### config.mk
export PLATFORM = sky130hd
export DESIGN_NAME = dcache
export DESIGN_NICKNAME = d
export VERILOG_FILES = /design/src/verilog/cache_pkg.sv /design/src/verilog/dcache.sv
export SDC_FILE = /design/constraint.sdc
export NUM_CORES = 2
export LEC_CHECK = 0
export BUFFER_PORTS_ARGS = -buffer_cell sky130_fd_sc_hd__buf_2
export CELL_PAD_IN_SITES_DETAIL_PLACEMENT = 2
export CELL_PAD_IN_SITES_GLOBAL_PLACEMENT = 2
export CORE_UTILIZATION = 47
export CTS_CLUSTER_DIAMETER = 150
export DETAILED_ROUTE_END_ITERATION = 8
export GPL_TIMING_DRIVEN = 0
export PLACE_DENSITY = 0.92
export RECOVER_POWER = 50
export SLEW_MARGIN = 20
export SYNTH_ARGS = -nofsm -noshare
export SYNTH_HDL_FRONTEND = slang
export SYNTH_SLANG_ARGS = --single-unit
### constraint.sdc
create_clock -name CLK -period 5.2 [get_ports CLK]
set_input_delay 1.04 -clock CLK [delete_from_list [all_inputs] [get_ports CLK]]
set_output_delay 1.04 -clock CLK [all_outputs]
set_load 0.1 [all_outputs]
### src/verilog/cache_pkg.sv
////////////////////
// cache_pkg
// shared types for the memory hierarchy: address layouts,
// core and memory request/response structs, state enums
////////////////////

package cache_pkg;

  // geometry
  localparam int DSETS  = 8;   // data cache sets
  localparam int DWAYS  = 2;   // data cache ways
  localparam int ISETS  = 16;  // instr cache entries
  localparam int DTAG_W = 26;
  localparam int ITAG_W = 26;

  typedef logic [31:0] word_t;

  // data cache view of a byte address
  typedef struct packed {
    logic [DTAG_W-1:0] tag;
    logic [2:0]        idx;     // set index
    logic              blkoff;  // word within block
    logic [1:0]        bytoff;
  } daddr_t;

  // instr cache view, one word per entry
  typedef struct packed {
    logic [ITAG_W-1:0] tag;
    logic [3:0]        idx;
    logic [1:0]        bytoff;
  } iaddr_t;

  // core data port
  typedef struct packed {
    logic  ren;
    logic  wen;
    word_t addr;
    word_t wdata;  // store word
  } dreq_t;

  typedef struct packed {
    logic  hit;
    word_t load;
  } drsp_t;

  // core instr port
  typedef struct packed {
    logic  ren;
    word_t addr;
  } ireq_t;

  typedef struct packed {
    logic  hit;
    word_t instr;
  } irsp_t;

  // memory side, cache->arbiter and arbiter->memory
  typedef struct packed {
    logic  ren;
    logic  wen;
    word_t addr;   // byte address
    word_t wdata;
  } mreq_t;

  typedef struct packed {
    logic  mwait;  // high until the word moves
    word_t load;
  } mrsp_t;

  typedef enum logic [2:0] {D_IDLE, D_WB0, D_WB1, D_FETCH0, D_FETCH1} dstate_e;
  typedef enum logic {I_IDLE, I_FILL} istate_e;
  typedef enum logic [1:0] {OWN_NONE, OWN_DATA, OWN_INSTR} owner_e;

endpackage
### src/verilog/dcache.sv
////////////////////
// dcache
// two-way set associative write-back data cache, lru per set,
// two-word blocks, dirty victim written back before the fetch
////////////////////
`timescale 1ns/1ps

module dcache (
  input  logic             CLK,
  input  logic             nRST,
  input  cache_pkg::dreq_t dreq,
  output cache_pkg::drsp_t drsp,
  output cache_pkg::mreq_t mreq,
  input  cache_pkg::mrsp_t mrsp
);

  cache_pkg::dstate_e state, next_state;
  cache_pkg::daddr_t  addr;

  // storage, no reset on tags and words
  logic [cache_pkg::DTAG_W-1:0] tags [cache_pkg::DSETS][cache_pkg::DWAYS];
  cache_pkg::word_t             data [cache_pkg::DSETS][cache_pkg::DWAYS][2];

  // control bits
  logic [cache_pkg::DSETS-1:0][cache_pkg::DWAYS-1:0] valid;
  logic [cache_pkg::DSETS-1:0][cache_pkg::DWAYS-1:0] dirty;
  logic [cache_pkg::DSETS-1:0]                        lru;  // way to evict next

  logic access;    // core wants something
  logic hit_any;
  logic hit_way;
  logic victim;
  logic blk_sel;   // which word of the block is on the bus
  logic done;      // memory word moved this cycle
  logic fetching;

  assign addr    = cache_pkg::daddr_t'(dreq.addr);
  assign access  = dreq.ren | dreq.wen;
  assign victim  = lru[addr.idx];  // stable for the whole miss, lru only moves on hits
  assign blk_sel = (state == cache_pkg::D_WB1) || (state == cache_pkg::D_FETCH1);
  assign done    = ~mrsp.mwait;
  assign fetching = (state == cache_pkg::D_FETCH0) || (state == cache_pkg::D_FETCH1);

  // tag compare across both ways
  always_comb begin
    hit_any = 1'b0;
    hit_way = 1'b0;
    for (int w = 0; w < cache_pkg::DWAYS; w++) begin
      if (valid[addr.idx][w] && (tags[addr.idx][w] == addr.tag)) begin
        hit_any = 1'b1;
        hit_way = 1'(w);
      end
    end
  end

  // core response, hit only while idle
  assign drsp.hit  = (state == cache_pkg::D_IDLE) && access && hit_any;
  assign drsp.load = data[addr.idx][hit_way][addr.blkoff];

  // memory request, enable held from first wb word to last fetch word
  always_comb begin
    mreq = '0;
    case (state)
      cache_pkg::D_WB0, cache_pkg::D_WB1: begin
        mreq.wen   = 1'b1;
        mreq.addr  = {tags[addr.idx][victim], addr.idx, blk_sel, 2'b00};  // victim's own address
        mreq.wdata = data[addr.idx][victim][blk_sel];
      end
      cache_pkg::D_FETCH0, cache_pkg::D_FETCH1: begin
        mreq.ren  = 1'b1;
        mreq.addr = {addr.tag, addr.idx, blk_sel, 2'b00};
      end
      default: mreq = '0;
    endcase
  end

  // next state
  always_comb begin
    next_state = state;
    case (state)
      cache_pkg::D_IDLE: begin
        if (access && !hit_any) begin
          if (valid[addr.idx][victim] && dirty[addr.idx][victim])
            next_state = cache_pkg::D_WB0;    // dirty miss
          else
            next_state = cache_pkg::D_FETCH0; // clean miss
        end
      end
      cache_pkg::D_WB0:    if (done) next_state = cache_pkg::D_WB1;
      cache_pkg::D_WB1:    if (done) next_state = cache_pkg::D_FETCH0;
      cache_pkg::D_FETCH0: if (done) next_state = cache_pkg::D_FETCH1;
      cache_pkg::D_FETCH1: if (done) next_state = cache_pkg::D_IDLE;  // held request hits next
      default: next_state = cache_pkg::D_IDLE;
    endcase
  end

  // control state
  always_ff @(posedge CLK, negedge nRST) begin
    if (!nRST) begin
      state <= cache_pkg::D_IDLE;
      valid <= '0;
      dirty <= '0;
      lru   <= '0;
    end else begin
      state <= next_state;
      if (drsp.hit) begin
        lru[addr.idx] <= ~hit_way;  // other way is now lru
        if (dreq.wen)
          dirty[addr.idx][hit_way] <= 1'b1;
      end
      if ((state == cache_pkg::D_WB1) && done)
        dirty[addr.idx][victim] <= 1'b0;  // victim safely in memory
      if ((state == cache_pkg::D_FETCH0) && done)
        valid[addr.idx][victim] <= 1'b0;  // half-filled line, keep it invisible
      if ((state == cache_pkg::D_FETCH1) && done) begin
        valid[addr.idx][victim] <= 1'b1;
        dirty[addr.idx][victim] <= 1'b0;
      end
    end
  end

  // data and tag arrays
  always_ff @(posedge CLK) begin
    if (drsp.hit && dreq.wen)
      data[addr.idx][hit_way][addr.blkoff] <= dreq.wdata;
    if (fetching && done)
      data[addr.idx][victim][blk_sel] <= mrsp.load;
    if ((state == cache_pkg::D_FETCH1) && done)
      tags[addr.idx][victim] <= addr.tag;
  end

endmodule

==> results of run 1 <==
==> stage by stage <==
stage | setup TNS, ns | instances | setup slack, ns
3_3_place_gp | -8153.39 | 5463 | -6.08
3_5_place_dp | -3529.29 | 5558 | -2.77
4_1_cts | -1.33 | 5913 | -0.133
2_1_floorplan | -157.72 | 3619 | -0.425
==> kinds of logic after synthesis <==
family	count (synthesis)	share of synthesized area
flops	1483	0.739
compound gates	827	0.0980
simple gates	591	0.0494
mux	446	0.0939
buf+inv	254	0.0175
xor+xnor	16	0.00234
other cells	1	0.0000625
==> per-layer routing <==
layer	overflow	GRT usage
met5	0	0.293
met3	0	0.517
met2	74	0.858
met4	83	0.677
met1	1	0.700
==> timing repair <==
action	CTS
gates cloned	3
setup buffers	76
gates resized for setup	882
setup endpoints to repair	1965
pin swaps	50
==> impl_metrics.env, run 1 <==
export IMPL_worstEndpointType="primary output"
export IMPL_clk_path_buf_depth=3
export IMPL_grt_overflow=158
export IMPL_status="stopped before the end"
export IMPL_lastStage="global routing (5_1_grt)"
export IMPL_routabilityCongestion=0.936
export IMPL_synth_distinct_cells=66
export IMPL_netlist_area_um2=60000
export IMPL_die_h_um=359
export IMPL_error="[ERROR GRT-0232] Routing congestion too high. Check the congestion heatmap in the GUI."
export IMPL_clock_sinks=1483
export IMPL_io_buffers=194
export IMPL_grt_worst_setup_endpoint="drsp[13]"
export IMPL_synth_commonest_cells="edfxtp_1 (1440), mux2_2 (291), a22oi_1 (290)"
export IMPL_synth_largest_area_cell="edfxtp_1"
export IMPL_numCtsBuffers=158
export IMPL_grt_max_degree=44
export IMPL_ys_seq_area_frac=0.739
export IMPL_grt_util_all_layers=0.690
export IMPL_yosys_warnings=0
export IMPL_io_pins=200
export IMPL_initial_core_util=0.476
export IMPL_syn_inst=3618
export IMPL_die_width_um=359
export IMPL_synth_top_area_share=0.721
export IMPL_avgSynthCellArea_um2=16.6
export IMPL_synth_most_common_cell="edfxtp_1"
export IMPL_ys_ff_latch=1483
export IMPL_htree_num_levels=4
export IMPL_synth_async_reset_ratio=0.0290
export IMPL_ys_top_cells_by_area="edfxtp_1 (72%), mux2_2 (5.5%), a22oi_1 (3.6%)"
export IMPL_synth_flop_cell="edfxtp_1"
export IMPL_dpl_cell_area_um2=66100
export IMPL_clock_root_buffer="clkbuf_16"
export IMPL_cts_hold_buffers=0
export IMPL_rows=130
export IMPL_hpwl_mm=219
export IMPL_synth_edf_count=1440
==> inputs of run 2 (changes only) <==
--- a/config.mk
+++ b/config.mk
@@ -6,13 +6,10 @@
 export NUM_CORES = 2
 export LEC_CHECK = 0
 export BUFFER_PORTS_ARGS = -buffer_cell sky130_fd_sc_hd__buf_2
-export CELL_PAD_IN_SITES_DETAIL_PLACEMENT = 2
-export CELL_PAD_IN_SITES_GLOBAL_PLACEMENT = 2
-export CORE_UTILIZATION = 47
-export CTS_CLUSTER_DIAMETER = 150
+export CORE_UTILIZATION = 38
 export DETAILED_ROUTE_END_ITERATION = 8
 export GPL_TIMING_DRIVEN = 0
-export PLACE_DENSITY = 0.92
+export PLACE_DENSITY_LB_ADDON = 0.15
 export RECOVER_POWER = 50
 export SLEW_MARGIN = 20
 export SYNTH_ARGS = -nofsm -noshare
==> run 2 against run 1 <==
  * The flow now finishes, with violations (max-capacitance violations, max-slew violations, negative setup slack)
  * Area after synthesis unchanged
  * Synthesized cell count unchanged
==> impl_metrics.env, run 2 <==
export IMPL_status="finished with violations"
export IMPL_violations="max-capacitance violations, max-slew violations, negative setup slack"
export IMPL_timing_rr_start="lru[1]$_DFFE_PN0P_"
export IMPL_hpwl_mm=177
export IMPL_top_regs="data: 1024 flops, tags: 416 flops"
export IMPL_r2r_cells=10
export IMPL_antenna_left=0
export IMPL_vias=40600
export IMPL_setup_violations=31
export IMPL_die_width_um=399
export IMPL_leakagePower_nw=24.8
export IMPL_fill_cells=13200
export IMPL_power_w=0.0333
export IMPL_p_int_w=0.0215
export IMPL_cp_slowest_stage_delay_ns=0.78
export IMPL_fin_cells=6360
export IMPL_die_h_um=399
export IMPL_critPathTopFamily="buffers and inverters"
export IMPL_netlist_area_um2=60000
export IMPL_power_clock_fraction=0.327
export IMPL_crit_buf_inv=9
export IMPL_multi_input_area_um2=16100
export IMPL_final_cell_mix="edfxtp_1 (1440), mux2_2 (289), a22oi_1 (287)"
export IMPL_avgSynthCellArea_um2=16.6
export IMPL_worstHoldPathCells=2
export IMPL_cp_data_required_time_ns=5.76
export IMPL_grt_overflow=0
export IMPL_htree_num_levels=4
export IMPL_ys_top_cells_by_area="edfxtp_1 (72%), mux2_2 (5.5%), a22oi_1 (3.6%)"
export IMPL_synth_largest_area_cell="edfxtp_1"
export IMPL_die_area_um2=159000
export IMPL_synth_top_area_share=0.721
export IMPL_io_pins=200
export IMPL_routabilityCongestion=0.921
export IMPL_wl_per_cell_um=41.1
export IMPL_clk_path_buf_depth=3
export IMPL_slew_headroom=-0.656
export IMPL_finalWirelength_mm=261
export IMPL_grt_pass1_vias=37700
export IMPL_grt_util_all_layers=0.323
export IMPL_power_density_nw_per_um2=441
export IMPL_path_class="in -> reg"
export IMPL_timing_rr_end="data[0][48]$_DFFE_PP_"
export IMPL_area_growth_pct=25.9
export IMPL_yosys_warnings=0
export IMPL_clkLatencyLatePin_ns=0.81
export IMPL_post_route_drc_count=0
export IMPL_critPathArrivalTime_ns=5.87
export IMPL_hold_path_startpoint="valid[4]$_DFF_PN0_"
export IMPL_netSwitchingFraction=0.353
export IMPL_rows=145
export IMPL_path_cells="buf_16, buf_12, buf_16, buf_8, clkinv_4, nor2_1, nand2_2, nand2_1, or4_4, nand3_1, buf_2, o31a_2, nor2_4, buf_16, buf_16, buf_16"
export IMPL_startpoint_type="input pin"
export IMPL_initial_core_util=0.384
export IMPL_fin_crit_ns=5.31
export IMPL_numCtsBuffers=159
export IMPL_largest_register="data"
export IMPL_cpMostUsedCell="buf_16"
export IMPL_routed_via_density=6.38
export IMPL_period_share=1.02
export IMPL_syn_inst=3618
export IMPL_ys_ff_latch=1483
export IMPL_synth_edf_count=1440
export IMPL_synth_most_common_cell="edfxtp_1"
export IMPL_layout_commonest_cell="edfxtp_1"
export IMPL_worst_path_max_fanout=11
export IMPL_clkTransAtPathRegs_ns=0.06
export IMPL_pre_cts_ws_ns=-2.93
export IMPL_drv_slew=122
export IMPL_timing_fmax_ghz=0.188
export IMPL_end_kind="flop"
export IMPL_synth_distinct_cells=66
export IMPL_synth_async_reset_ratio=0.0290
export IMPL_first_pass_iters=5
export IMPL_power_frac_seq=0.402
export IMPL_clock_sinks=1483
export IMPL_io_buffers=194
export IMPL_grt_max_degree=44
export IMPL_tritoncts="yes"
export IMPL_ff_latch_area_um2=44300
export IMPL_worstMarginPinSlew_ns=2.48
export IMPL_reg2reg_setup_slack_ns=0.59
export IMPL_hp_class="reg -> reg"
export IMPL_cap_viol_max_count=7
export IMPL_fin_skew_ns=0.0447
export IMPL_critPathSlowestCell="nand3_1"
export IMPL_synth_commonest_cells="edfxtp_1 (1440), mux2_2 (291), a22oi_1 (290)"
export IMPL_grt_pass1_wl_mm=341
export IMPL_fin_nets=4260
export IMPL_whs_endpoint="valid[4]$_DFF_PN0_"
export IMPL_antenna_found_initial=18
export IMPL_combPwrFrac=0.272
export IMPL_synth_flop_cell="edfxtp_1"
export IMPL_vdd_ir_drop_worst_mv=0.750
export IMPL_rsz0062_at_grt="yes"
export IMPL_first_iter_violations=5558
export IMPL_power_switching_w=0.0118
export IMPL_hold_viol=0
export IMPL_largest_reg_flops=1024
export IMPL_hold_slack_ns=0.508
export IMPL_drive_gt1_frac=0.311
export IMPL_place_inst=5992
export IMPL_post_route_worst_setup_slack_ns=-0.108
export IMPL_ys_seq_area_frac=0.739
export IMPL_coreArea_um2=156000
export IMPL_clock_root_buffer="clkbuf_16"
-- run 2: timing repair --
action,4_1_cts,5_1_grt
endpoints found under the setup margin,1803,463
pin swaps,16,18
hold endpoints to repair,0,0
hold buffers,0,0
resized for setup,662,107
buffers inserted,27,31
gates cloned,4,6
-- run 2: metal layers --
metal | part of all wire | vias up | track usage
met5 | 0.00043 | - | 0
met3 | 0.11 | 693 | 0.0884
met1 | 0.38 | 21100 | 0.418
met4 | 0.062 | 16 | 0.163
li1 | - | 15900 | -
met2 | 0.45 | 2784 | 0.497
-- run 2: worst max path at each step --
stage,start,end,slack (ns),cells past startpoint
after floorplan,dreq[35],mreq[38],-0.42,14
after global placement,dreq[36],data[7][73]$_DFFE_PP_,-6.90,13
after detailed placement,dreq[35],mreq[1],-2.93,15
after CTS,dreq[35],drsp[26],-0.04,14
after global routing,dreq[35],drsp[0],-0.05,15
final,dreq[35],data[0][48]$_DFFE_PP_,-0.11,16
-- run 2: stage by stage --
stage	area, µm²	util	setup TNS (ns)
after floorplan	60300	-	-157.72
after global placement	63800	0.408	-9018.34
after detailed placement	67400	0.431	-3038.53
after CTS	74800	0.478	-0.149
after global routing	75500	0.483	-0.174
final	75500	0.483	-1.40
-- run 2: power groups by stage --
stage	Clock, W	Combinational [W]	Sequential [W]
floorplan	0	0.00524	0.0136
global placement	0	0.00780	0.0136
detailed placement	0	0.00809	0.0136
CTS	0.0109	0.00877	0.0134
global route	0.0113	0.00911	0.0134
finish	0.0109	0.00905	0.0134
-- run 2: cells by family after synthesis --
logic type | count (synthesis) | synth area share
flops | 1483 | 0.739
compound gates | 827 | 0.0980
simple gates | 591 | 0.0494
mux | 446 | 0.0939
buf+inv | 254 | 0.0175
xor+xnor | 16 | 0.00234
other cells | 1 | 0.0000625
-- run 2: layout make-up --
type / count / share of cell area
clock inverter: 78 / 0.00713
antenna: 12 / 0.000398
timing repair buffer: 383 / 0.0702
sequential: 1483 / 0.587
tap: 2058 / 0.0341
clock buffer: 214 / 0.0575
multi-input combinational: 1882 / 0.213
inverter: 11 / 0.000713
buffer: 239 / 0.0301
-- run 2: tightest hold or removal path, cell delays in order (launching register included) --
cell and delay [ns]:
dfrtp_1 0.33, o21ai_0 0.07, o21ai_0 0.07
(Power assumes the default switching activity.)
