==> src/verilog/cache_pkg.sv <==
////////////////////
// cache_pkg
// shared types for the memory hierarchy: address layouts,
// core and memory request/response structs, state enums
////////////////////

package cache_pkg;

  // geometry
  localparam int DSETS  = 8;   // data cache sets
  localparam int DWAYS  = 2;   // data cache ways
  localparam int ISETS  = 16;  // instr cache entries
  localparam int DTAG_W = 26;
  localparam int ITAG_W = 26;

  typedef logic [31:0] word_t;

  // data cache view of a byte address
  typedef struct packed {
    logic [DTAG_W-1:0] tag;
    logic [2:0]        idx;     // set index
    logic              blkoff;  // word within block
    logic [1:0]        bytoff;
  } daddr_t;

  // instr cache view, one word per entry
  typedef struct packed {
    logic [ITAG_W-1:0] tag;
    logic [3:0]        idx;
    logic [1:0]        bytoff;
  } iaddr_t;

  // core data port
  typedef struct packed {
    logic  ren;
    logic  wen;
    word_t addr;
    word_t wdata;  // store word
  } dreq_t;

  typedef struct packed {
    logic  hit;
    word_t load;
  } drsp_t;

  // core instr port
  typedef struct packed {
    logic  ren;
    word_t addr;
  } ireq_t;

  typedef struct packed {
    logic  hit;
    word_t instr;
  } irsp_t;

  // memory side, cache->arbiter and arbiter->memory
  typedef struct packed {
    logic  ren;
    logic  wen;
    word_t addr;   // byte address
    word_t wdata;
  } mreq_t;

  typedef struct packed {
    logic  mwait;  // high until the word moves
    word_t load;
  } mrsp_t;

  typedef enum logic [2:0] {D_IDLE, D_WB0, D_WB1, D_FETCH0, D_FETCH1} dstate_e;
  typedef enum logic {I_IDLE, I_FILL} istate_e;
  typedef enum logic [1:0] {OWN_NONE, OWN_DATA, OWN_INSTR} owner_e;

endpackage
==> src/verilog/mem_arbiter.sv <==
////////////////////
// mem_arbiter
// hands the single memory port to one cache at a time,
// data side wins ties, grant locked while enable stays high
////////////////////
`timescale 1ns/1ps

module mem_arbiter (
  input  logic             CLK,
  input  logic             nRST,
  input  cache_pkg::mreq_t dmreq,   // from data cache
  output cache_pkg::mrsp_t dmrsp,
  input  cache_pkg::mreq_t imreq,   // from instr cache
  output cache_pkg::mrsp_t imrsp,
  output cache_pkg::mreq_t mreq,    // to memory
  input  cache_pkg::mrsp_t mrsp
);

  cache_pkg::owner_e owner, next_owner;

  logic d_en;
  logic i_en;

  assign d_en = dmreq.ren | dmreq.wen;
  assign i_en = imreq.ren | imreq.wen;

  // grant and lock
  always_comb begin
    next_owner = owner;
    case (owner)
      cache_pkg::OWN_NONE: begin
        if (d_en)
          next_owner = cache_pkg::OWN_DATA;   // data priority
        else if (i_en)
          next_owner = cache_pkg::OWN_INSTR;
      end
      cache_pkg::OWN_DATA: begin
        if (!d_en)
          next_owner = cache_pkg::OWN_NONE;   // burst over
      end
      cache_pkg::OWN_INSTR: begin
        if (!i_en)
          next_owner = cache_pkg::OWN_NONE;
      end
      default: next_owner = cache_pkg::OWN_NONE;
    endcase
  end

  always_ff @(posedge CLK, negedge nRST) begin
    if (!nRST)
      owner <= cache_pkg::OWN_NONE;
    else
      owner <= next_owner;
  end

  // request mux, nothing reaches memory while ungranted
  always_comb begin
    case (owner)
      cache_pkg::OWN_DATA:  mreq = dmreq;
      cache_pkg::OWN_INSTR: mreq = imreq;
      default:              mreq = '0;
    endcase
  end

  // response routing
  // the loser just sees wait high, its request stays pending
  always_comb begin
    dmrsp.load  = mrsp.load;
    imrsp.load  = mrsp.load;
    dmrsp.mwait = 1'b1;
    imrsp.mwait = 1'b1;
    if (owner == cache_pkg::OWN_DATA)
      dmrsp.mwait = mrsp.mwait;
    if (owner == cache_pkg::OWN_INSTR)
      imrsp.mwait = mrsp.mwait;
  end

endmodule

==> config.mk <==
export PLATFORM = sky130hd
export DESIGN_NAME = mem_arbiter
export DESIGN_NICKNAME = d
export VERILOG_FILES = /design/src/verilog/cache_pkg.sv /design/src/verilog/mem_arbiter.sv
export SDC_FILE = /design/constraint.sdc
export NUM_CORES = 1
export LEC_CHECK = 0
export ABC_AREA = 1
export BUFFER_PORTS_ARGS = -buffer_cell sky130_fd_sc_hd__buf_2
export CAP_MARGIN = 20
export CORE_AREA = 2 2 117 119
export DETAILED_ROUTE_END_ITERATION = 12
export DIE_AREA = 0 0 119 121
export HOLD_SLACK_MARGIN = 0.03
export SLEW_MARGIN = 10
export SYNTH_ARGS = -nofsm -noshare
export SYNTH_HDL_FRONTEND = slang
export SYNTH_SLANG_ARGS = --single-unit
==> constraint.sdc <==
create_clock -name CLK -period 1.2 [get_ports CLK]
set_input_delay 0 -clock CLK [delete_from_list [all_inputs] [get_ports CLK]]
set_output_delay 0 -clock CLK [all_outputs]
set_load 0.1 [all_outputs]
After elaboration in Yosys (flattened, before gate mapping):

Index checks and enable logic that the tools add are counted.

* register bits: 2
* bits of input ports: 167
* output and inout bits: 132
* logic and storage cells: 18

* equality and inequality tests: 5
* muxes and demuxes: 8
* bitwise gates (word level): 2
* reductions and logical operators: 2

Operator list (count)
* $pmux 66 s2: 1
* $mux 2: 4
* $pmux 2 s3: 1
* $ne 2x2->1 const B: 2
* $ne 3x3->1 const B: 1
* $reduce_and 3->1: 1
* $eq 2x1->1 const B: 1
* $eq 2x2->1 const B: 1
* $logic_not 2->1: 1
* $mux 1: 2
* $or 1x1->1: 2

Longest topological paths before layout:

Gate-level depths: netlist of the first run.

* word-level depth: 4
* mapped depth: 8
* mapped depth without buffers: 6

Worst setup path before layout of the first run:

OpenSTA, ideal clock, no wires.

* kind: register to output
* from: register owner[0]
* to: output port mreq[35] (netlist name)
* arrival: 2538 ps
* required time: 1200 ps
* setup slack: -1338 ps
* cell stages (with the launch flop): 7
* path buffers: 2
* cell sequence: dfrtp_1 > inv_1 > ha_1 > inv_2 > buf_2 > clkbuf_1 > a21oi_1

RTL lines
* from (decl): line mem_arbiter.sv:19 `cache_pkg::owner_e owner, next_owner;`
* from (signal assigned): line mem_arbiter.sv:51 `owner <= cache_pkg::OWN_NONE;`
* from (signal assigned): line mem_arbiter.sv:53 `owner <= next_owner;`
* to (decl): line mem_arbiter.sv:15 `output cache_pkg::mreq_t mreq,`

==> results of run 1 <==
-- worst max-delay path, stage by stage, from the launching register on --
cell,delay (ps)
dfrtp_1,370
buf_4,140
ha_4,140
buf_12,140
buf_12,150
nand2_1,110
a21oi_4,190
buf_12,190
-- cell usage after synthesis --
cell	instances	area, µm²
dfrtp_1	2	50.1
nand4_1	2	12.5
nand3_1	2	10.0
nand2_1	140	526
buf_6	2	22.5
ha_1	3	37.5
o21ai_1	1	5.00
inv_1	6	22.5
inv_2	1	3.75
nor2_1	3	11.3
buf_4	69	518
buf_2	12	60.1
clkbuf_1	3	11.3
a21oi_1	66	330
-- power by group --
| part | switching, W | internal [W] | total [W] |
|---|---|---|---|
| clock network | 0.0000756 | 0.000424 | 0.000499 |
| registers | 0.0000235 | 0.0000984 | 0.000122 |
| logic | 0.0120 | 0.00661 | 0.0186 |
| total | 0.0121 | 0.00713 | 0.0192 |
-- area by class of cell --
type | count | area, µm² | area share (%)
Timing Repair Buffer | 275 | 3340 | 56.4
Multi-Input combinational cell | 217 | 2200 | 37.2
Tap cell | 176 | 220 | 3.72
Clock buffer | 3 | 75.1 | 1.27
Sequential cell | 2 | 50.0 | 0.847
Inverter | 7 | 31.3 | 0.529
-- worst max-delay path by stage --
stage	start	to	slack (ps)
finish	owner[0]$_DFFE_PN0P_	mreq[44]	-450
global route	owner[1]$_DFFE_PN0P_	mreq[44]	-500
CTS	owner[0]$_DFFE_PN0P_	mreq[64]	-440
detailed placement	owner[0]$_DFFE_PN0P_	mreq[48]	-250
global placement	owner[0]$_DFFE_PN0P_	mreq[63]	-220
floorplan	owner[1]$_DFFE_PN0P_	mreq[35]	-410
-- per-stage QoR --
| step | setup TNS [ps] | power, W | std cells | utilization [%] | instance area, µm² |
|---|---|---|---|---|---|
| floorplan | -25320 | 0.0118 | 312 | - | 2540 |
| global placement | -13210 | 0.0154 | 622 | 33.2 | 4340 |
| detailed placement | -14620 | 0.0154 | 622 | 33.2 | 4340 |
| CTS | -27880 | 0.0181 | 670 | 41.1 | 5380 |
| global route | -31950 | 0.0198 | 680 | 45.2 | 5910 |
| finish | -28400 | 0.0192 | 680 | 45.2 | 5910 |
-- placed cells by master (no fill, tap or decap), types with 4 or more instances in the layout --
cell type	instances
a21oi_4	66
buf_12	109
buf_16	6
buf_2	134
buf_4	15
buf_6	4
clkbuf_16	9
inv_1	4
nand2_1	58
nand2_2	29
nand2_4	53
-- metal layers --
layer | up-vias | routed length, µm | global-route usage [%]
met4 | 0 | 149 | 1.79
met1 | 1296 | 3650 | 13.8
met3 | 8 | 856 | 3.24
li1 | 1311 | - | -
met5 | - | 0 | 0
met2 | 187 | 6160 | 26.1
-- cells by family after synthesis --
kind of cell | synth area share, %
adders and majority gates | 2.32
buffers and inverters | 39.4
AOI/OAI and AO/OA | 20.7
and+or+nand+nor | 34.5
DFF | 3.09
-- what timing repair did --
action                                  CTS  global route
buffers inserted                          6             3
hold endpoints to repair                 66             0
hold buffers                             33             0
pin swaps                                 5            83
endpoints found under the setup margin   70            70
gates cloned                              6             7
gates resized for setup                  31            95
==> flow_summary.ini, run 1 <==
[yosys]
synth.ff_latch_count = 2
netlist_area_mm2 = 0.00162
synth_cell_type_count = 14
syn_area_per_cell_um2 = 5.19
synth_fp_nets = 482
number_of_synthesis_warnings = 0
part_of_the_yosys_area_used_for_sequential_elements_pct = 3.09
synth_cells = 312

[setup_path]
cp.required_ps = 1200
path_max_fanout = 9
timing.critical_path.to_type = primary output
reg2reg_setup_slack_ps = -340
r2r_end = owner[1]$_DFFE_PN0P_
start_kind = register
r2r_cells = 9
critical_path_data_arrival_time_ps = 1650
kind_of_critical_path = reg -> out
crit-reg2reg-launch = owner[0]$_DFFE_PN0P_

[floorplan]
floorplan.die.height_um = 121
floorplan.die_area_mm2 = 0.0144
rows = 42
start_util_pct = 12.4
floorplan.die.width_um = 119
num_io_pins = 299
floorplan.core_area_mm2 = 0.0131

[sta]
worstMarginPinSlew_ps = 242
finalHoldViolCount = 0
worst_clock_skew_ps = 0.478
final.hold.worst_slack_ps = 109
timing.final.setup_violations = 70
final.period_utilization_pct = 137
highest_clock_rate_ghz = 0.607
maxSlewViolCount = 0
rsz0062_at_grt = yes
post-route-min-period_ps = 1650
setup_slack_ps = -449
relSlewSlack_pct = 83.9

[placement]
place_hpwl_mm = 6.86
dpl_worst_slack_ps = -248
port_buffers = 202
place_congestion = 0.761

[clock_network]
tritoncts = yes
clk-insertion-delay-late_ps = 220
clk_root_buffer_cell = clkbuf_16
clk_transition_reported_paths_ps = 30
cts_buffers = 3
clk_path_buf_depth = 2
clock_sinks = 2
h_tree_depth = 1

[worst_hold_path]
timing.hold.worst.class = in -> async

[global_routing]
groute.usage.overall_pct = 13.0
grt_pass1_vias = 2874
number_of_antenna_violations_at_the_first_check_in_global_routing = 0
grt_remaining_overflow = 0
grt_start_max_net_pins = 20
wire_length_of_the_first_global_routing_pass_mm = 15.1

[route]
route.final.wire_length_mm = 10.8
drt-pass1-iter-count = 4
drc_errors = 0
avg_vias_per_cell = 4.12
detailroute.via_count = 2802
detail-route-antenna-nets = 0
drt-wirelength-per-cell_um = 15.9
drtIter0Drc = 49

[final_layout]
largest_reg_flops = 2
top_register = owner
synthToLayoutAreaGrowth_pct = 265
final_nets = 676
biggestRegsByFlops = owner: 2 flops
layout-drive-gt1-share_pct = 85.9
nFillCells = 1196
num_antenna_cells = 0

[status]
violations = negative setup slack
status = finished, violations left

[power]
power.static_leakage_nw = 2.58
irDropWorstVdd_v = 0.00200
cellPowerDensity_mw_per_mm2 = 3250

[job]
max-cap-violations = 0
Note: power is estimated with default switching activity, not from simulation.
==> inputs of run 2 (changes only) <==
==> constraint.sdc (replaced) <==
create_clock -name CLK -period 1.5 [get_ports CLK]
set_input_delay 0 -clock CLK [delete_from_list [all_inputs] [get_ports CLK]]
set_output_delay 0 -clock CLK [all_outputs]
set_load 0.1 [all_outputs]
==> run 2 against run 1 <==
Against the previous run: the run still ends with negative setup slack left; via count is 2.9% lower; critical path depth stayed put; die area did not move; sequential share of layout area is essentially flat; clock-buffer cell count unchanged; highest routed layer unchanged; final cell count rose by 0.29%; worst setup slack better by 310 ps; clock skew is 2.3 ps higher.
==> flow_summary.ini, run 2 (synthesis results as in run 1) <==
[route]
wl_met1_mm = 3.60
detail-route-antenna-nets = 0
drt-wirelength-per-cell_um = 14.6
drc_errors = 0
drtIter0Drc = 42
detailroute.via_count = 2721
route.final.wire_length_mm = 9.97
detailroute.wirelength.met2_mm = 5.47
drt-pass1-iter-count = 4
avg_vias_per_cell = 3.99
topRoutingLayerUsed = met4
met3_wirelength_um = 802

[setup_path]
crit-reg2reg-launch = owner[0]$_DFFE_PN0P_
buffering_stage_count_on_the_worst_path_with_inverters_included = 4
r2r_end = owner[1]$_DFFE_PN0P_
crit_path_top_delay_cell = dfrtp_1
critical_path_data_arrival_time_ps = 1640
path_max_fanout = 5
timing.critical_path.to_type = primary output
critical_path.top_delay_family = buffers and inverters
kind_of_critical_path = reg -> out
start_kind = register
cp.required_ps = 1500
critPathMaxStageDelay_ps = 390
timing.critical_path.cells = inv_2 > ha_4 > buf_6 > buf_16 > nand2_4 > a21oi_4 > buf_12
reg2reg_setup_slack_ps = -40
r2r_cells = 9

[global_routing]
grt_start_max_net_pins = 32
grt_pass1_vias = 2924
number_of_antenna_violations_at_the_first_check_in_global_routing = 0
groute.usage.overall_pct = 12.9
grt_remaining_overflow = 0
wire_length_of_the_first_global_routing_pass_mm = 15.0

[power]
clockPowerShare_pct = 2.6
cell_int_power_w = 0.00621
combinationalPowerShare_pct = 96.8
irDropWorstVdd_v = 0.00157
cellPowerDensity_mw_per_mm2 = 2700
p_seq_share_pct = 0.6
power.net_switching_w = 0.00967
power.total_w = 0.0159
power.static_leakage_nw = 2.50
switching_share_pct = 60.9

[placement]
port_buffers = 202
place_congestion = 0.709
place.detailed.instances = 621
place_hpwl_mm = 6.44

[final_layout]
top_register = owner
synthToLayoutAreaGrowth_pct = 263
mostFrequentLayoutCell = buf_2
final-instance-count-excl-fill = 682
num_antenna_cells = 0
most-common-layout-cells = buf_2, buf_12, nand2_1, a21oi_4, nand2_4
final_nets = 678
layout-drive-gt1-share_pct = 81.8
biggestRegsByFlops = owner: 2 flops
largest_reg_flops = 2

[clock_network]
clk_path_buf_depth = 2
clk_root_buffer_cell = clkbuf_16
h_tree_depth = 1
tritoncts = yes
clk-insertion-delay-late_ps = 220
clk_transition_reported_paths_ps = 30
cts_buffers = 3
clock_sinks = 2

[sta]
final.hold.worst_slack_ps = 99.8
setup_slack_ps = -142
timing.final.setup_violations = 69
rsz0062_at_grt = yes
final.period_utilization_pct = 109
finalHoldViolCount = 0
relSlewSlack_pct = 82.9
worstMarginPinSlew_ps = 255
maxSlewViolCount = 0
highest_clock_rate_ghz = 0.609
post-route-min-period_ps = 1640
worst_clock_skew_ps = 2.78

[floorplan]
floorplan.core_area_mm2 = 0.0131
rows = 42
num_io_pins = 299
floorplan.die.width_um = 119
floorplan.die.height_um = 121
start_util_pct = 12.4
floorplan.die_area_mm2 = 0.0144

[status]
violations = negative setup slack
status = finished, violations left

[worst_hold_path]
timing.hold.worst.class = in -> async

[job]
max-cap-violations = 0
==> run 2: final cells by class <==
class	instances	area, µm²
fill	1198	7200
timing repair buffer	277	3430
multi-input combinational	217	2070
tap	176	220
clock buffer	3	75.1
sequential	2	50.0
inverter	7	33.8
==> run 2: how the worst max path moves through the flow <==
stage	startpoint	to	cells past startpoint
after global placement	owner[0]$_DFFE_PN0P_	mreq[18]	7
final	owner[1]$_DFFE_PN0P_	mreq[65]	7
after detailed placement	owner[0]$_DFFE_PN0P_	mreq[28]	6
after floorplan	owner[1]$_DFFE_PN0P_	mreq[35]	6
after CTS	owner[1]$_DFFE_PN0P_	mreq[18]	6
after global routing	owner[1]$_DFFE_PN0P_	mreq[65]	7
==> run 2: worst register-to-register path, cell delays in order, from the launching register on <==
cell     delay (ps)
dfrtp_1         370
buf_4           150
ha_4            200
buf_6           150
buf_16          130
buf_4           140
nand2_2          80
nand3_2          80
nand2_1          70
nand2_1          50
==> run 2: layer usage <==
layer | vias to the layer above | GRT usage, %
met1 | 1231 | 13.9
met2 | 166 | 25.6
li1 | 1314 | -
met5 | - | 0
met3 | 10 | 3.01
met4 | 0 | 2.16
==> run 2: through the flow <==
| stage | utilization [%] | worst slack, ps | instance area [µm²] | TNS [ps] |
|---|---|---|---|---|
| after CTS | 44.2 | -154 | 5790 | -7990 |
| after detailed placement | 33.3 | 33.8 | 4350 | 0 |
| after floorplan | - | -106 | 2530 | -5490 |
| after global placement | 33.3 | 57.4 | 4350 | 0 |
| final | 45.0 | -142 | 5880 | -7610 |
| after global routing | 45.0 | -216 | 5880 | -12460 |
==> run 2: power groups by stage <==
stage	Clock [W]	Combinational, W	Sequential [W]
final	0.000408	0.0154	0.0000960
after global routing	0.000419	0.0160	0.000100
after CTS	0.000417	0.0152	0.0000958
after detailed placement	0	0.0124	0.0000903
after global placement	0	0.0124	0.0000902
after floorplan	0	0.00929	0.0000938
==> run 2: timing repair <==
item,CTS,global route
gates resized for setup,94,12
buffers inserted,13,1
gates cloned,9,2
endpoints found under the hold margin,66,0
endpoints found under the setup margin,66,70
hold buffers,33,0
pin swaps,23,16
==> inputs of run 3 (changes only) <==
--- a/config.mk
+++ b/config.mk
@@ -12,6 +12,8 @@
 export DETAILED_ROUTE_END_ITERATION = 12
 export DIE_AREA = 0 0 119 121
 export HOLD_SLACK_MARGIN = 0.03
+export MAX_ROUTING_LAYER = met4
+export PLACE_DENSITY = 0.45
 export SLEW_MARGIN = 10
 export SYNTH_ARGS = -nofsm -noshare
 export SYNTH_HDL_FRONTEND = slang
==> run 3 against run 2 <==
Against the previous run: the flow still finishes with violations (negative setup slack); clock skew down 2.2 ps; worst setup slack gained 21 ps; largest cell class unchanged; sequential cell count is the same; first-iteration DRC count up 2.4%; highest routed layer unchanged; worst hold slack gained 22 ps; utilization shrank 3.8 points; non-clock buffer count down 19; clock-buffer cell count unchanged; wire length shrank 4.6%; sequential share of layout area up 0.078 points.
==> flow_summary.ini, run 3 (synthesis results as in run 1) <==
[status]
status = finished, violations left
violations = negative setup slack

[setup_path]
critical_path_data_arrival_time_ps = 1620
cp.required_ps = 1500
start_kind = register
timing.critical_path.to_type = primary output
kind_of_critical_path = reg -> out
path_max_fanout = 8

[route]
drt-wirelength-per-cell_um = 14.3
detailroute.via_count = 2678
drc_errors = 0
avg_vias_per_cell = 4.04
drtIter0Drc = 43
route.final.wire_length_mm = 9.51
detail-route-antenna-nets = 0
drt-pass1-iter-count = 4

[placement]
place_congestion = 0.774
dpl_worst_slack_ps = 6.06
place_hpwl_mm = 6.71
place.detailed.instances = 618
placement.cell_area_mm2 = 0.00430
port_buffers = 202

[final_layout]
biggestRegsByFlops = owner: 2 flops
num_antenna_cells = 0
most-common-layout-cells = buf_2, buf_12, nand2_1, a21oi_4, nand2_2
mostFrequentLayoutCell = buf_2
top_register = owner
finish.instance_area_mm2 = 0.00539
layout-drive-gt1-share_pct = 80.3
final-instance-count-excl-fill = 663
synthToLayoutAreaGrowth_pct = 233
final_nets = 659
largest_reg_flops = 2

[sta]
post-route-min-period_ps = 1620
timing.final.setup_violations = 67
rsz0062_at_grt = yes
final.setup.tns_ps = -4730
final.period_utilization_pct = 108
worst_clock_skew_ps = 0.577
finalHoldViolCount = 0
relSlewSlack_pct = 85.2
setup_slack_ps = -121
worstMarginPinSlew_ps = 220
maxSlewViolCount = 0
highest_clock_rate_ghz = 0.617

[clock_network]
cts_buffers = 3
clk_path_buf_depth = 2
tritoncts = yes
clk_transition_reported_paths_ps = 30
clk-insertion-delay-late_ps = 220
clock_sinks = 2
h_tree_depth = 1
clk_root_buffer_cell = clkbuf_16

[global_routing]
grt_start_max_net_pins = 21
groute.usage.overall_pct = 12.5
number_of_antenna_violations_at_the_first_check_in_global_routing = 0
wire_length_of_the_first_global_routing_pass_mm = 14.3
grt_pass1_vias = 2839
grt_remaining_overflow = 0

[floorplan]
start_util_pct = 12.4
floorplan.die.height_um = 121
rows = 42
floorplan.die_area_mm2 = 0.0144
floorplan.die.width_um = 119
num_io_pins = 299
floorplan.core_area_mm2 = 0.0131

[worst_hold_path]
timing.hold.worst.class = in -> async

[job]
max-cap-violations = 0

[power]
power.static_leakage_nw = 2.15
irDropWorstVdd_v = 0.00153
cellPowerDensity_mw_per_mm2 = 2730
-- run 3: cell types whose count changed in the layout (fill, tap and decap cells not counted), sizes merged --
| cell | delta |
|---|---|
| buf | -19 |
-- run 3: final cells by class --
| cell class | instances | area, µm² |
|---|---|---|
| repair buffers | 258 | 3080 |
| fillers | 1249 | 7690 |
| multi-input cells | 217 | 1930 |
| flip-flops and latches | 2 | 50.0 |
| inverters | 7 | 33.8 |
| well taps | 176 | 220 |
| clock buffers | 3 | 75.1 |
-- run 3: routing by layer --
| metal | up-vias | global-route usage (%) | share of wire, % |
|---|---|---|---|
| li1 | 1274 | - | - |
| met1 | 1256 | 12.9 | 35 |
| met2 | 146 | 25.1 | 58 |
| met3 | 2 | 2.16 | 6.5 |
| met4 | 0 | 2.08 | 0.24 |
| met5 | - | - | 0 |
-- run 3: where the power goes --
| group | internal [W] | leakage [nW] | switching (W) | total [W] |
|---|---|---|---|---|
| combinational | 0.00493 | 2.08 | 0.00927 | 0.0142 |
| sequential | 0.0000787 | 0.0257 | 0.0000193 | 0.0000981 |
| clock | 0.000339 | 0.0370 | 0.0000593 | 0.000398 |
-- run 3: metrics by stage --
stage               power [W]  util, %  hold WS [ps]
finish                 0.0147     41.2           122
global route           0.0152     41.2           127
CTS                    0.0145     39.9           110
detailed placement     0.0123     32.8          -211
global placement       0.0122     32.8          -212
floorplan             0.00939        -          -296
-- run 3: final timing paths --
kind | start | to | slack [ps] | cells past startpoint
min in group CLK | imreq[64] | owner[0]$_DFFE_PN0P_ | 180 | 4
max reg2reg | owner[0]$_DFFE_PN0P_ | owner[0]$_DFFE_PN0P_ | 40 | 8
max in group asynchronous | nRST | owner[0]$_DFFE_PN0P_ | 1280 | 2
max | owner[1]$_DFFE_PN0P_ | mreq[60] | -120 | 7
min | nRST | owner[1]$_DFFE_PN0P_ | 120 | 2
min reg2reg | owner[1]$_DFFE_PN0P_ | owner[1]$_DFFE_PN0P_ | 620 | 3
-- run 3: critical path, stage by stage, from the launching register on --
cell and delay, ps:
dfrtp_1 380, inv_2 110, ha_4 200, buf_6 140
clkbuf_16 170, nand2_2 70, a21oi_4 150, buf_12 190
-- run 3: timing repair --
item                       CTS  global route
pin swaps                    3            13
setup buffers                3             2
setup endpoints to repair   66            69
gates resized for setup     22            47
hold endpoints to repair    66             0
cloned                       3             2
hold buffers                33             0
